## config.mk

```make
export PLATFORM = sky130hd
export DESIGN_NAME = icache_top
export DESIGN_NICKNAME = d
export VERILOG_FILES = /design/src/hw/icache_pkg.sv /design/src/hw/icache_top.sv /design/src/hw/icache_refill.sv /design/src/hw/icache_lookup.sv /design/src/hw/icache_front.sv
export SDC_FILE = /design/constraint.sdc
export NUM_CORES = 2
export LEC_CHECK = 0
export BUFFER_PORTS_ARGS = -buffer_cell sky130_fd_sc_hd__buf_2
export CORE_ASPECT_RATIO = 1.2
export CORE_MARGIN = 2
export CORE_UTILIZATION = 55
export CTS_CLUSTER_SIZE = 12
export DETAILED_ROUTE_END_ITERATION = 10
export GPL_ROUTABILITY_DRIVEN = 0
export PLACE_DENSITY = 0.68
export SETUP_SLACK_MARGIN = 0.3
export SLEW_MARGIN = 15
export SYNTH_ARGS = -nofsm -noshare
export SYNTH_HDL_FRONTEND = slang
export SYNTH_SLANG_ARGS = --single-unit
```

## constraint.sdc

```tcl
create_clock -name clk_i -period 16.8 [get_ports clk_i]
set_input_delay 2.52 -clock clk_i [delete_from_list [all_inputs] [get_ports clk_i]]
set_output_delay 2.52 -clock clk_i [all_outputs]
set_load 0.1 [all_outputs]
```

## src/hw/icache_pkg.sv

```systemverilog
// Shared widths, packed channel structs and FSM state types for the instruction cache.
// Every cache module and the testbench pull these in with a wildcard import.

`default_nettype none

package icache_pkg;

    // Fetch and fill addresses share one width
    localparam int FETCH_AW    = 32;
    localparam int FETCH_DW    = 32;
    localparam int LINE_WIDTH  = 128;
    localparam int LINE_ALIGN  = 4;
    localparam int FETCH_ALIGN = 2;

    // Fetch request from the core
    typedef struct packed {
        logic [FETCH_AW-1:0] addr;
        logic                cacheable;
    } fetch_req_t;

    // Fetch response to the core
    typedef struct packed {
        logic [FETCH_DW-1:0] data;
        logic                error;
    } fetch_rsp_t;

    // Line-fill request that always carries a line-aligned address
    typedef struct packed {
        logic [FETCH_AW-1:0] addr;
    } fill_req_t;

    typedef struct packed {
        logic [LINE_WIDTH-1:0] data;
        logic                  error;
    } fill_rsp_t;

    // Registered result of one array lookup
    typedef struct packed {
        logic [FETCH_AW-1:0]   addr;
        logic                  hit;
        logic [LINE_WIDTH-1:0] data;
        logic                  error;
    } lookup_rsp_t;

    // Line written back into the arrays after a cacheable refill
    typedef struct packed {
        logic [FETCH_AW-1:0]   addr;
        logic [LINE_WIDTH-1:0] data;
        logic                  error;
    } line_write_t;

    typedef enum logic [1:0] {
        FRONT_IDLE,
        FRONT_LOOKUP,
        FRONT_REFILL,
        FRONT_RESPOND
    } front_state_e;

    typedef enum logic [1:0] {
        REFILL_IDLE,
        REFILL_REQUEST,
        REFILL_WAIT_FILL
    } refill_state_e;

endpackage

`default_nettype wire
```

## src/hw/icache_top.sv

```systemverilog
// Top level of the direct-mapped instruction cache with one fetch port.
// Sets the line count and connects front end, lookup arrays and refill engine.

`timescale 1ns/1ps
`default_nettype none

module icache_top import icache_pkg::*; #(
    parameter int unsigned LINE_COUNT = 16
) (
    input  logic       clk_i,
    input  logic       rst_i,

    input  fetch_req_t fetch_req_i,
    input  logic       fetch_valid_i,
    output logic       fetch_ready_o,

    output fetch_rsp_t fetch_rsp_o,
    output logic       fetch_rsp_valid_o,
    input  logic       fetch_rsp_ready_i,

    output fill_req_t  fill_req_o,
    output logic       fill_req_valid_o,
    input  logic       fill_req_ready_i,

    input  fill_rsp_t  fill_rsp_i,
    input  logic       fill_rsp_valid_i,
    output logic       fill_rsp_ready_o,

    input  logic       flush_valid_i,
    output logic       flush_ready_o
);

    logic                lookup_valid;
    logic [FETCH_AW-1:0] lookup_addr;
    lookup_rsp_t         lookup_rsp;
    logic                lookup_rsp_valid;

    fetch_req_t          refill_req;
    logic                refill_valid;
    logic                refill_ready;
    fill_rsp_t           refill_rsp;
    logic                refill_done;

    line_write_t         line_write;
    logic                write_valid;
    logic                flush;

    icache_front i_front (
        .clk_i              ( clk_i             ),
        .rst_i              ( rst_i             ),
        .fetch_req_i        ( fetch_req_i       ),
        .fetch_valid_i      ( fetch_valid_i     ),
        .fetch_ready_o      ( fetch_ready_o     ),
        .fetch_rsp_o        ( fetch_rsp_o       ),
        .fetch_rsp_valid_o  ( fetch_rsp_valid_o ),
        .fetch_rsp_ready_i  ( fetch_rsp_ready_i ),
        .flush_valid_i      ( flush_valid_i     ),
        .flush_ready_o      ( flush_ready_o     ),
        .lookup_valid_o     ( lookup_valid      ),
        .lookup_addr_o      ( lookup_addr       ),
        .lookup_rsp_i       ( lookup_rsp        ),
        .lookup_rsp_valid_i ( lookup_rsp_valid  ),
        .refill_req_o       ( refill_req        ),
        .refill_valid_o     ( refill_valid      ),
        .refill_ready_i     ( refill_ready      ),
        .refill_rsp_i       ( refill_rsp        ),
        .refill_done_i      ( refill_done       ),
        .flush_o            ( flush             )
    );

    icache_lookup #(
        .LINE_COUNT ( LINE_COUNT )
    ) i_lookup (
        .clk_i              ( clk_i            ),
        .rst_i              ( rst_i            ),
        .lookup_valid_i     ( lookup_valid     ),
        .lookup_addr_i      ( lookup_addr      ),
        .lookup_rsp_o       ( lookup_rsp       ),
        .lookup_rsp_valid_o ( lookup_rsp_valid ),
        .write_i            ( line_write       ),
        .write_valid_i      ( write_valid      ),
        .flush_i            ( flush            )
    );

    icache_refill i_refill (
        .clk_i            ( clk_i            ),
        .rst_i            ( rst_i            ),
        .refill_req_i     ( refill_req       ),
        .refill_valid_i   ( refill_valid     ),
        .refill_ready_o   ( refill_ready     ),
        .refill_rsp_o     ( refill_rsp       ),
        .refill_done_o    ( refill_done      ),
        .write_o          ( line_write       ),
        .write_valid_o    ( write_valid      ),
        .fill_req_o       ( fill_req_o       ),
        .fill_req_valid_o ( fill_req_valid_o ),
        .fill_req_ready_i ( fill_req_ready_i ),
        .fill_rsp_i       ( fill_rsp_i       ),
        .fill_rsp_valid_i ( fill_rsp_valid_i ),
        .fill_rsp_ready_o ( fill_rsp_ready_o )
    );

endmodule

`default_nettype wire

```

## src/hw/icache_refill.sv

```systemverilog
// Line-fill engine. Takes one miss or bypass fetch from the front end,
// issues a single line-aligned fill request and waits for the line.
// The line goes back to the front end, and cacheable lines are also
// written into the arrays.

`timescale 1ns/1ps
`default_nettype none

module icache_refill import icache_pkg::*; (
    input  logic        clk_i,
    input  logic        rst_i,

    input  fetch_req_t  refill_req_i,
    input  logic        refill_valid_i,
    output logic        refill_ready_o,

    output fill_rsp_t   refill_rsp_o,
    output logic        refill_done_o,

    output line_write_t write_o,
    output logic        write_valid_o,

    output fill_req_t   fill_req_o,
    output logic        fill_req_valid_o,
    input  logic        fill_req_ready_i,

    input  fill_rsp_t   fill_rsp_i,
    input  logic        fill_rsp_valid_i,
    output logic        fill_rsp_ready_o
);

    refill_state_e state_q, state_d;
    fetch_req_t    req_q;
    fill_rsp_t     rsp_q;
    logic          done_q;
    logic          write_valid_q;
    logic          req_fire;
    logic          fill_fire;
    logic [FETCH_AW-1:0] line_addr;

    assign refill_ready_o = (state_q == REFILL_IDLE);
    assign req_fire       = refill_valid_i && refill_ready_o;

    // Drop the byte offset so the fill always asks for a whole line
    assign line_addr = {req_q.addr[FETCH_AW-1:LINE_ALIGN], {LINE_ALIGN{1'b0}}};

    assign fill_req_o.addr  = line_addr;
    assign fill_req_valid_o = (state_q == REFILL_REQUEST);
    assign fill_rsp_ready_o = (state_q == REFILL_WAIT_FILL);
    assign fill_fire        = fill_rsp_valid_i && fill_rsp_ready_o;

    always_comb begin
        state_d = state_q;
        unique case (state_q)
            REFILL_IDLE: begin
                if (req_fire) begin
                    state_d = REFILL_REQUEST;
                end
            end
            REFILL_REQUEST: begin
                if (fill_req_ready_i) begin
                    state_d = REFILL_WAIT_FILL;
                end
            end
            REFILL_WAIT_FILL: begin
                if (fill_fire) begin
                    state_d = REFILL_IDLE;
                end
            end
            default: state_d = REFILL_IDLE;
        endcase
    end

    // Done and write pulses follow the fill response by one cycle
    always_ff @(posedge clk_i) begin
        if (rst_i) begin
            state_q       <= REFILL_IDLE;
            done_q        <= 1'b0;
            write_valid_q <= 1'b0;
        end else begin
            state_q       <= state_d;
            done_q        <= fill_fire;
            write_valid_q <= fill_fire && req_q.cacheable;
        end
    end

    always_ff @(posedge clk_i) begin
        if (req_fire) begin
            req_q <= refill_req_i;
        end
        if (fill_fire) begin
            rsp_q <= fill_rsp_i;
        end
    end

    assign refill_rsp_o  = rsp_q;
    assign refill_done_o = done_q;

    assign write_o.addr   = line_addr;
    assign write_o.data   = rsp_q.data;
    assign write_o.error  = rsp_q.error;
    assign write_valid_o  = write_valid_q;

endmodule

`default_nettype wire

```

## src/hw/icache_lookup.sv

```systemverilog
// Direct-mapped tag and data arrays of the instruction cache.
// A lookup is always accepted and its result comes back one cycle later.
// Line writes from the refill engine and flushes take effect at their edge.

`timescale 1ns/1ps
`default_nettype none

module icache_lookup import icache_pkg::*; #(
    parameter int unsigned LINE_COUNT = 16
) (
    input  logic                clk_i,
    input  logic                rst_i,

    input  logic                lookup_valid_i,
    input  logic [FETCH_AW-1:0] lookup_addr_i,
    output lookup_rsp_t         lookup_rsp_o,
    output logic                lookup_rsp_valid_o,

    input  line_write_t         write_i,
    input  logic                write_valid_i,

    input  logic                flush_i
);

    localparam int IDX_W = $clog2(LINE_COUNT);
    localparam int TAG_W = FETCH_AW - LINE_ALIGN - IDX_W;

    logic [LINE_COUNT-1:0] valid_q;
    logic [LINE_COUNT-1:0] error_q;
    logic [TAG_W-1:0]      tag_q  [LINE_COUNT];
    logic [LINE_WIDTH-1:0] data_q [LINE_COUNT];

    logic [IDX_W-1:0] rd_idx;
    logic [TAG_W-1:0] rd_tag;
    logic [IDX_W-1:0] wr_idx;
    logic [TAG_W-1:0] wr_tag;
    logic             rd_hit;

    lookup_rsp_t rsp_q;
    logic        rsp_valid_q;

    // Index sits right above the line offset, the tag takes the rest
    assign rd_idx = lookup_addr_i[LINE_ALIGN +: IDX_W];
    assign rd_tag = lookup_addr_i[FETCH_AW-1 -: TAG_W];
    assign wr_idx = write_i.addr[LINE_ALIGN +: IDX_W];
    assign wr_tag = write_i.addr[FETCH_AW-1 -: TAG_W];

    assign rd_hit = valid_q[rd_idx] && (tag_q[rd_idx] == rd_tag);

    // A flush clears the valid bits of every line at once
    always_ff @(posedge clk_i) begin
        if (rst_i) begin
            valid_q <= '0;
        end else if (flush_i) begin
            valid_q <= '0;
        end else if (write_valid_i) begin
            valid_q[wr_idx] <= 1'b1;
        end
    end

    always_ff @(posedge clk_i) begin
        if (write_valid_i) begin
            tag_q[wr_idx]   <= wr_tag;
            data_q[wr_idx]  <= write_i.data;
            error_q[wr_idx] <= write_i.error;
        end
    end

    always_ff @(posedge clk_i) begin
        if (rst_i) begin
            rsp_valid_q <= 1'b0;
        end else begin
            rsp_valid_q <= lookup_valid_i;
        end
    end

    // The result register carries the address along so the word can be picked
    always_ff @(posedge clk_i) begin
        if (lookup_valid_i) begin
            rsp_q.addr  <= lookup_addr_i;
            rsp_q.hit   <= rd_hit;
            rsp_q.data  <= data_q[rd_idx];
            rsp_q.error <= error_q[rd_idx];
        end
    end

    assign lookup_rsp_o       = rsp_q;
    assign lookup_rsp_valid_o = rsp_valid_q;

endmodule

`default_nettype wire

```

## src/hw/icache_front.sv

```systemverilog
// Request front end of the instruction cache. Accepts one fetch at a time,
// sends cacheable fetches to the lookup and bypass fetches to the refill
// engine, picks the addressed word out of the returned line and holds the
// response until the core takes it.

`timescale 1ns/1ps
`default_nettype none

module icache_front import icache_pkg::*; (
    input  logic                clk_i,
    input  logic                rst_i,

    input  fetch_req_t          fetch_req_i,
    input  logic                fetch_valid_i,
    output logic                fetch_ready_o,

    output fetch_rsp_t          fetch_rsp_o,
    output logic                fetch_rsp_valid_o,
    input  logic                fetch_rsp_ready_i,

    input  logic                flush_valid_i,
    output logic                flush_ready_o,

    output logic                lookup_valid_o,
    output logic [FETCH_AW-1:0] lookup_addr_o,
    input  lookup_rsp_t         lookup_rsp_i,
    input  logic                lookup_rsp_valid_i,

    output fetch_req_t          refill_req_o,
    output logic                refill_valid_o,
    input  logic                refill_ready_i,
    input  fill_rsp_t           refill_rsp_i,
    input  logic                refill_done_i,

    output logic                flush_o
);

    front_state_e state_q, state_d;
    fetch_req_t   req_q;
    fetch_rsp_t   rsp_q;
    fetch_rsp_t   sel_rsp;
    logic         refill_taken_q, refill_taken_d;
    logic         fetch_fire;
    logic         lookup_hit;
    logic         lookup_miss;
    logic         refill_rsp;
    logic [LINE_WIDTH-1:0]             sel_line;
    logic [LINE_ALIGN-FETCH_ALIGN-1:0] sel_word;

    // Flush only goes through while nothing is in flight, and it beats a fetch
    assign flush_ready_o = (state_q == FRONT_IDLE);
    assign flush_o       = flush_valid_i && flush_ready_o;
    assign fetch_ready_o = (state_q == FRONT_IDLE) && !flush_valid_i;
    assign fetch_fire    = fetch_valid_i && fetch_ready_o;

    // The lookup starts in the acceptance cycle
    assign lookup_valid_o = fetch_fire && fetch_req_i.cacheable;
    assign lookup_addr_o  = fetch_req_i.addr;

    assign lookup_hit  = (state_q == FRONT_LOOKUP) && lookup_rsp_valid_i && lookup_rsp_i.hit;
    assign lookup_miss = (state_q == FRONT_LOOKUP) && lookup_rsp_valid_i && !lookup_rsp_i.hit;
    assign refill_rsp  = (state_q == FRONT_REFILL) && refill_done_i;

    // A miss is handed to the refill engine straight from the lookup result
    assign refill_req_o   = req_q;
    assign refill_valid_o = lookup_miss || ((state_q == FRONT_REFILL) && !refill_taken_q);

    // One word selector serves both the looked-up and the filled line
    always_comb begin
        if (state_q == FRONT_LOOKUP) begin
            sel_line      = lookup_rsp_i.data;
            sel_word      = lookup_rsp_i.addr[LINE_ALIGN-1:FETCH_ALIGN];
            sel_rsp.error = lookup_rsp_i.error;
        end else begin
            sel_line      = refill_rsp_i.data;
            sel_word      = req_q.addr[LINE_ALIGN-1:FETCH_ALIGN];
            sel_rsp.error = refill_rsp_i.error;
        end
        sel_rsp.data = sel_line[sel_word*FETCH_DW +: FETCH_DW];
    end

    // Hits are served from the response register, refilled words pass through
    // in the done cycle and are held there if the core stalls
    assign fetch_rsp_valid_o = (state_q == FRONT_RESPOND) || refill_rsp;
    assign fetch_rsp_o       = (state_q == FRONT_RESPOND) ? rsp_q : sel_rsp;

    always_comb begin
        state_d        = state_q;
        refill_taken_d = refill_taken_q;
        unique case (state_q)
            FRONT_IDLE: begin
                refill_taken_d = 1'b0;
                if (fetch_fire) begin
                    state_d = fetch_req_i.cacheable ? FRONT_LOOKUP : FRONT_REFILL;
                end
            end
            FRONT_LOOKUP: begin
                if (lookup_hit) begin
                    state_d = FRONT_RESPOND;
                end else if (lookup_miss) begin
                    state_d        = FRONT_REFILL;
                    refill_taken_d = refill_ready_i;
                end
            end
            FRONT_REFILL: begin
                if (refill_valid_o && refill_ready_i) begin
                    refill_taken_d = 1'b1;
                end
                if (refill_done_i) begin
                    state_d = fetch_rsp_ready_i ? FRONT_IDLE : FRONT_RESPOND;
                end
            end
            FRONT_RESPOND: begin
                if (fetch_rsp_ready_i) begin
                    state_d = FRONT_IDLE;
                end
            end
            default: state_d = FRONT_IDLE;
        endcase
    end

    always_ff @(posedge clk_i) begin
        if (rst_i) begin
            state_q        <= FRONT_IDLE;
            refill_taken_q <= 1'b0;
        end else begin
            state_q        <= state_d;
            refill_taken_q <= refill_taken_d;
        end
    end

    always_ff @(posedge clk_i) begin
        if (fetch_fire) begin
            req_q <= fetch_req_i;
        end
        if (lookup_hit || refill_rsp) begin
            rsp_q <= sel_rsp;
        end
    end

endmodule

`default_nettype wire

```

==> metrics.cfg <==
[finish]
final_design_area_no_fill_um2 = 119000
drive_gt1_frac = 0.325
nFillCells = 12988
area_growth_pct = 11.7
instances_no_fill = 7353
final_common_cell = edfxtp_1
final_cell_mix = edfxtp_1 (2802), mux4_2 (797), clkbuf_16 (302)
finalNetCount = 4804
seq_area_um2 = 84600
multi_input_area_um2 = 20900

[sta]
final.setup.tns_ns = 0
setup_viol = 0
final.setup.worst_slack_ns = 9.33
tightest_slew_ns = 1.22
slew_violations = 0
max_freq_ghz = 0.134
rsz0062_at_grt = false
skew_ns = 0.0525
min_period_ns = 7.47
hold_viol_final = 0
slew_headroom = 0.185
finalCritPeriodShare = 0.445

[clocking]
cts_made_buffers = 297
clockBufferDepth = 4
tritoncts = done
insertion_delay_ns = 0.95
hold_buffers = 0
clock-root-buffer = clkbuf_16
htreeDepth = 5
clkTransAtPathRegs_ns = 0.06
ctsResizeCount = 0
clock-sinks = 2826
postCtsSetupBuffers = 0

[setup_path]
path_delay_family = multiplexers
critical-path-max-stage-delay_ns = 0.87
cp_max_fo = 51
worstPathRequired_ns = 14.28
cp_common_cell = mux2_2
crit_arrival_ns = 4.95
worst-setup-path-type = flip-flop to output port
slowest_stage = buf_4
cp-end-kind = output port
worstPathCellList = inv_1 -> ha_4 -> mux2i_4 -> buf_4 -> mux4_2 -> mux2_2 -> mux2_2 -> buf_2
path_buf_inv = 3
start_kind = flip-flop

[global_route]
grt_use_met1 = 0.377
grt_busiest_layer = met2
use_met3 = 0.0684
first_global_vias = 49126
grt_max_degree = 136
grt_overflow = 0
grt_first_pass_wirelength_mm = 367
antenna_found_initial = 33
grt_use_total = 0.269
grtUsageMet2 = 0.427

[route]
num_vias = 48074
post_drt_wl_per_cell_um = 35.4
drtIter0Drc = 5686
ant_nets = 0
drc = 0
viasPerCell = 6.54
first_pass_iters = 7
totalWireLength_mm = 261

[placement]
dp_hpwl_mm = 134
dp_slack_ns = 9.00
dp.cells = 6926
place_area_um2 = 111000
portBuffers = 232

[power]
p_per_area_nw_per_um2 = 126
leakage_nw = 37.0
p_comb_frac = 0.085
p_int_mw = 11.5
power.switching_mw = 3.51
swShare = 0.234
p_seq_frac = 0.533
clkPwrFrac = 0.382
irDropWorstVdd_mv = 0.122

[floorplanning]
initial_core_util = 0.552
ioPinCount = 239
core.rowCount = 177
dieHeight_um = 486
core_um2 = 193000
die_area_um2 = 197000
die_w_um = 406

[hold_path]
min-delay-path-class = flip-flop to flip-flop

[synthesis]
syn-cell-area_um2 = 107000
synth_ff_type = edfxtp_1
synth_seq_cells = 2826
yosysWarnings = 0
async_reset_ff_frac = 0
avgSynthCellArea_um2 = 25.1
synth_cell_types = 48
synth_cells = 4240
synth_edf_count = 2802
yosysSeqAreaShare = 0.794

[job]
drv_cap = 0

[run_status]
status = finished, final reports clean

==> worst paths after layout <==
kind	start	endpoint	slack (ns)	depth (start not counted)
worst max register to register	i_refill.fill_req_o[4]$_DFFE_PP_	i_lookup.data_q[14][60]$_DFFE_PP_	12.09	6
worst min register to register	i_front.refill_req_o[15]$_DFFE_PP_	i_refill.fill_req_o[14]$_DFFE_PP_	0.41	0
worst min-delay path	i_front.refill_req_o[15]$_DFFE_PP_	i_refill.fill_req_o[14]$_DFFE_PP_	0.41	0
worst max-delay path	i_front.state_q[1]$_SDFFE_PP0P_	fetch_rsp_o[14]	9.33	8
==> layout make-up <==
type	count	area share
antenna	9	0.000189
clock buffer	370	0.0657
clock inverter	47	0.00234
inverter	14	0.000505
multi-input combinational	1165	0.175
sequential	2826	0.711
tap	2595	0.0273
timing repair buffer	327	0.0177
==> worst reg2reg max path, stage by stage, from the launching register on <==
cell      delay, ns
edfxtp_1       0.44
nand3b_1       0.41
nor2_4         0.19
buf_4          0.82
buf_4          0.88
buf_4          0.80
buf_4          0.76
==> synth_stat cells (2+ instances only) <==
cell       number  area share
edfxtp_1     2802        0.79
mux4_2        797        0.17
clkbuf_1       84      0.0030
mux2_2         69      0.0073
buf_2          68      0.0032
nand2_1        56      0.0020
buf_4          46      0.0032
mux2i_1        41      0.0039
buf_1          35      0.0012
dfxtp_1        24      0.0045
nor2_1         23     0.00081
nor2b_1        19      0.0011
a21oi_1        16     0.00075
a31oi_1        16     0.00094
o21a_1         16      0.0011
xnor2_1        16      0.0013
a211oi_1       15      0.0011
xor2_1         12     0.00099
inv_1          11     0.00039
and3_1          8     0.00047
o21ai_0         7     0.00033
nor3_1          5     0.00023
nor4_1          5     0.00029
and2_1          4     0.00023
buf_6           4     0.00042
ha_1            4     0.00047
nand2b_1        4     0.00023
nand3_1         4     0.00019
o22ai_1         3     0.00018
a2111oi_0       2     0.00016
a221oi_1        2     0.00016
a32oi_1         2     0.00016
inv_2           2    0.000070
nand3b_1        2     0.00014
nand4_1         2     0.00012
o221ai_1        2     0.00016
==> metrics by stage <==
stage               power [mW]   util  hold slack [ns]
floorplan                 9.02      -            0.400
global placement          9.40  0.574            0.400
detailed placement        9.41  0.574            0.405
CTS                       15.1  0.616            0.417
global route              15.4  0.616            0.424
finish                    15.0  0.616            0.414
==> power by group through the flow <==
| stage | Clock (mW) | Combinational, mW | Sequential [mW] |
|---|---|---|---|
| after floorplan | 0 | 0.929 | 8.09 |
| after global placement | 0 | 1.27 | 8.13 |
| after detailed placement | 0 | 1.27 | 8.14 |
| after CTS | 5.84 | 1.28 | 7.99 |
| after global routing | 6.10 | 1.32 | 8.00 |
| final | 5.74 | 1.27 | 7.99 |
==> cell families (layout without fill, tap and decap cells) <==
family,count (synthesis),after routing,synth area share
compound gates,87,87,0.00554
xor+xnor,28,28,0.00230
fa+ha+maj,4,4,0.000470
buf+inv,252,758,0.0117
flops,2826,2826,0.794
mux,908,908,0.180
other cells,1,13,0.0000352
simple gates,134,134,0.00601
==> layer usage <==
metal	up-vias	wire [um]	share of wire
met5	-	173	0.00066
met4	26	6900	0.026
met3	388	24900	0.096
met2	2389	128000	0.49
met1	26280	101000	0.39
li1	18991	-	-
==> flip-flops by register name, summed over array words and instances, names as in the netlist, 16 cells and up <==
register,count
i_lookup.tag_q,384
i_lookup.valid_q,16
i_lookup.lookup_rsp_o,132
i_refill.refill_rsp_o,129
i_refill.fill_req_o,28
i_front.rsp_q,33
i_front.refill_req_o,31
i_lookup.data_q,2048
i_lookup.error_q,16
(Power assumes the default switching activity.)
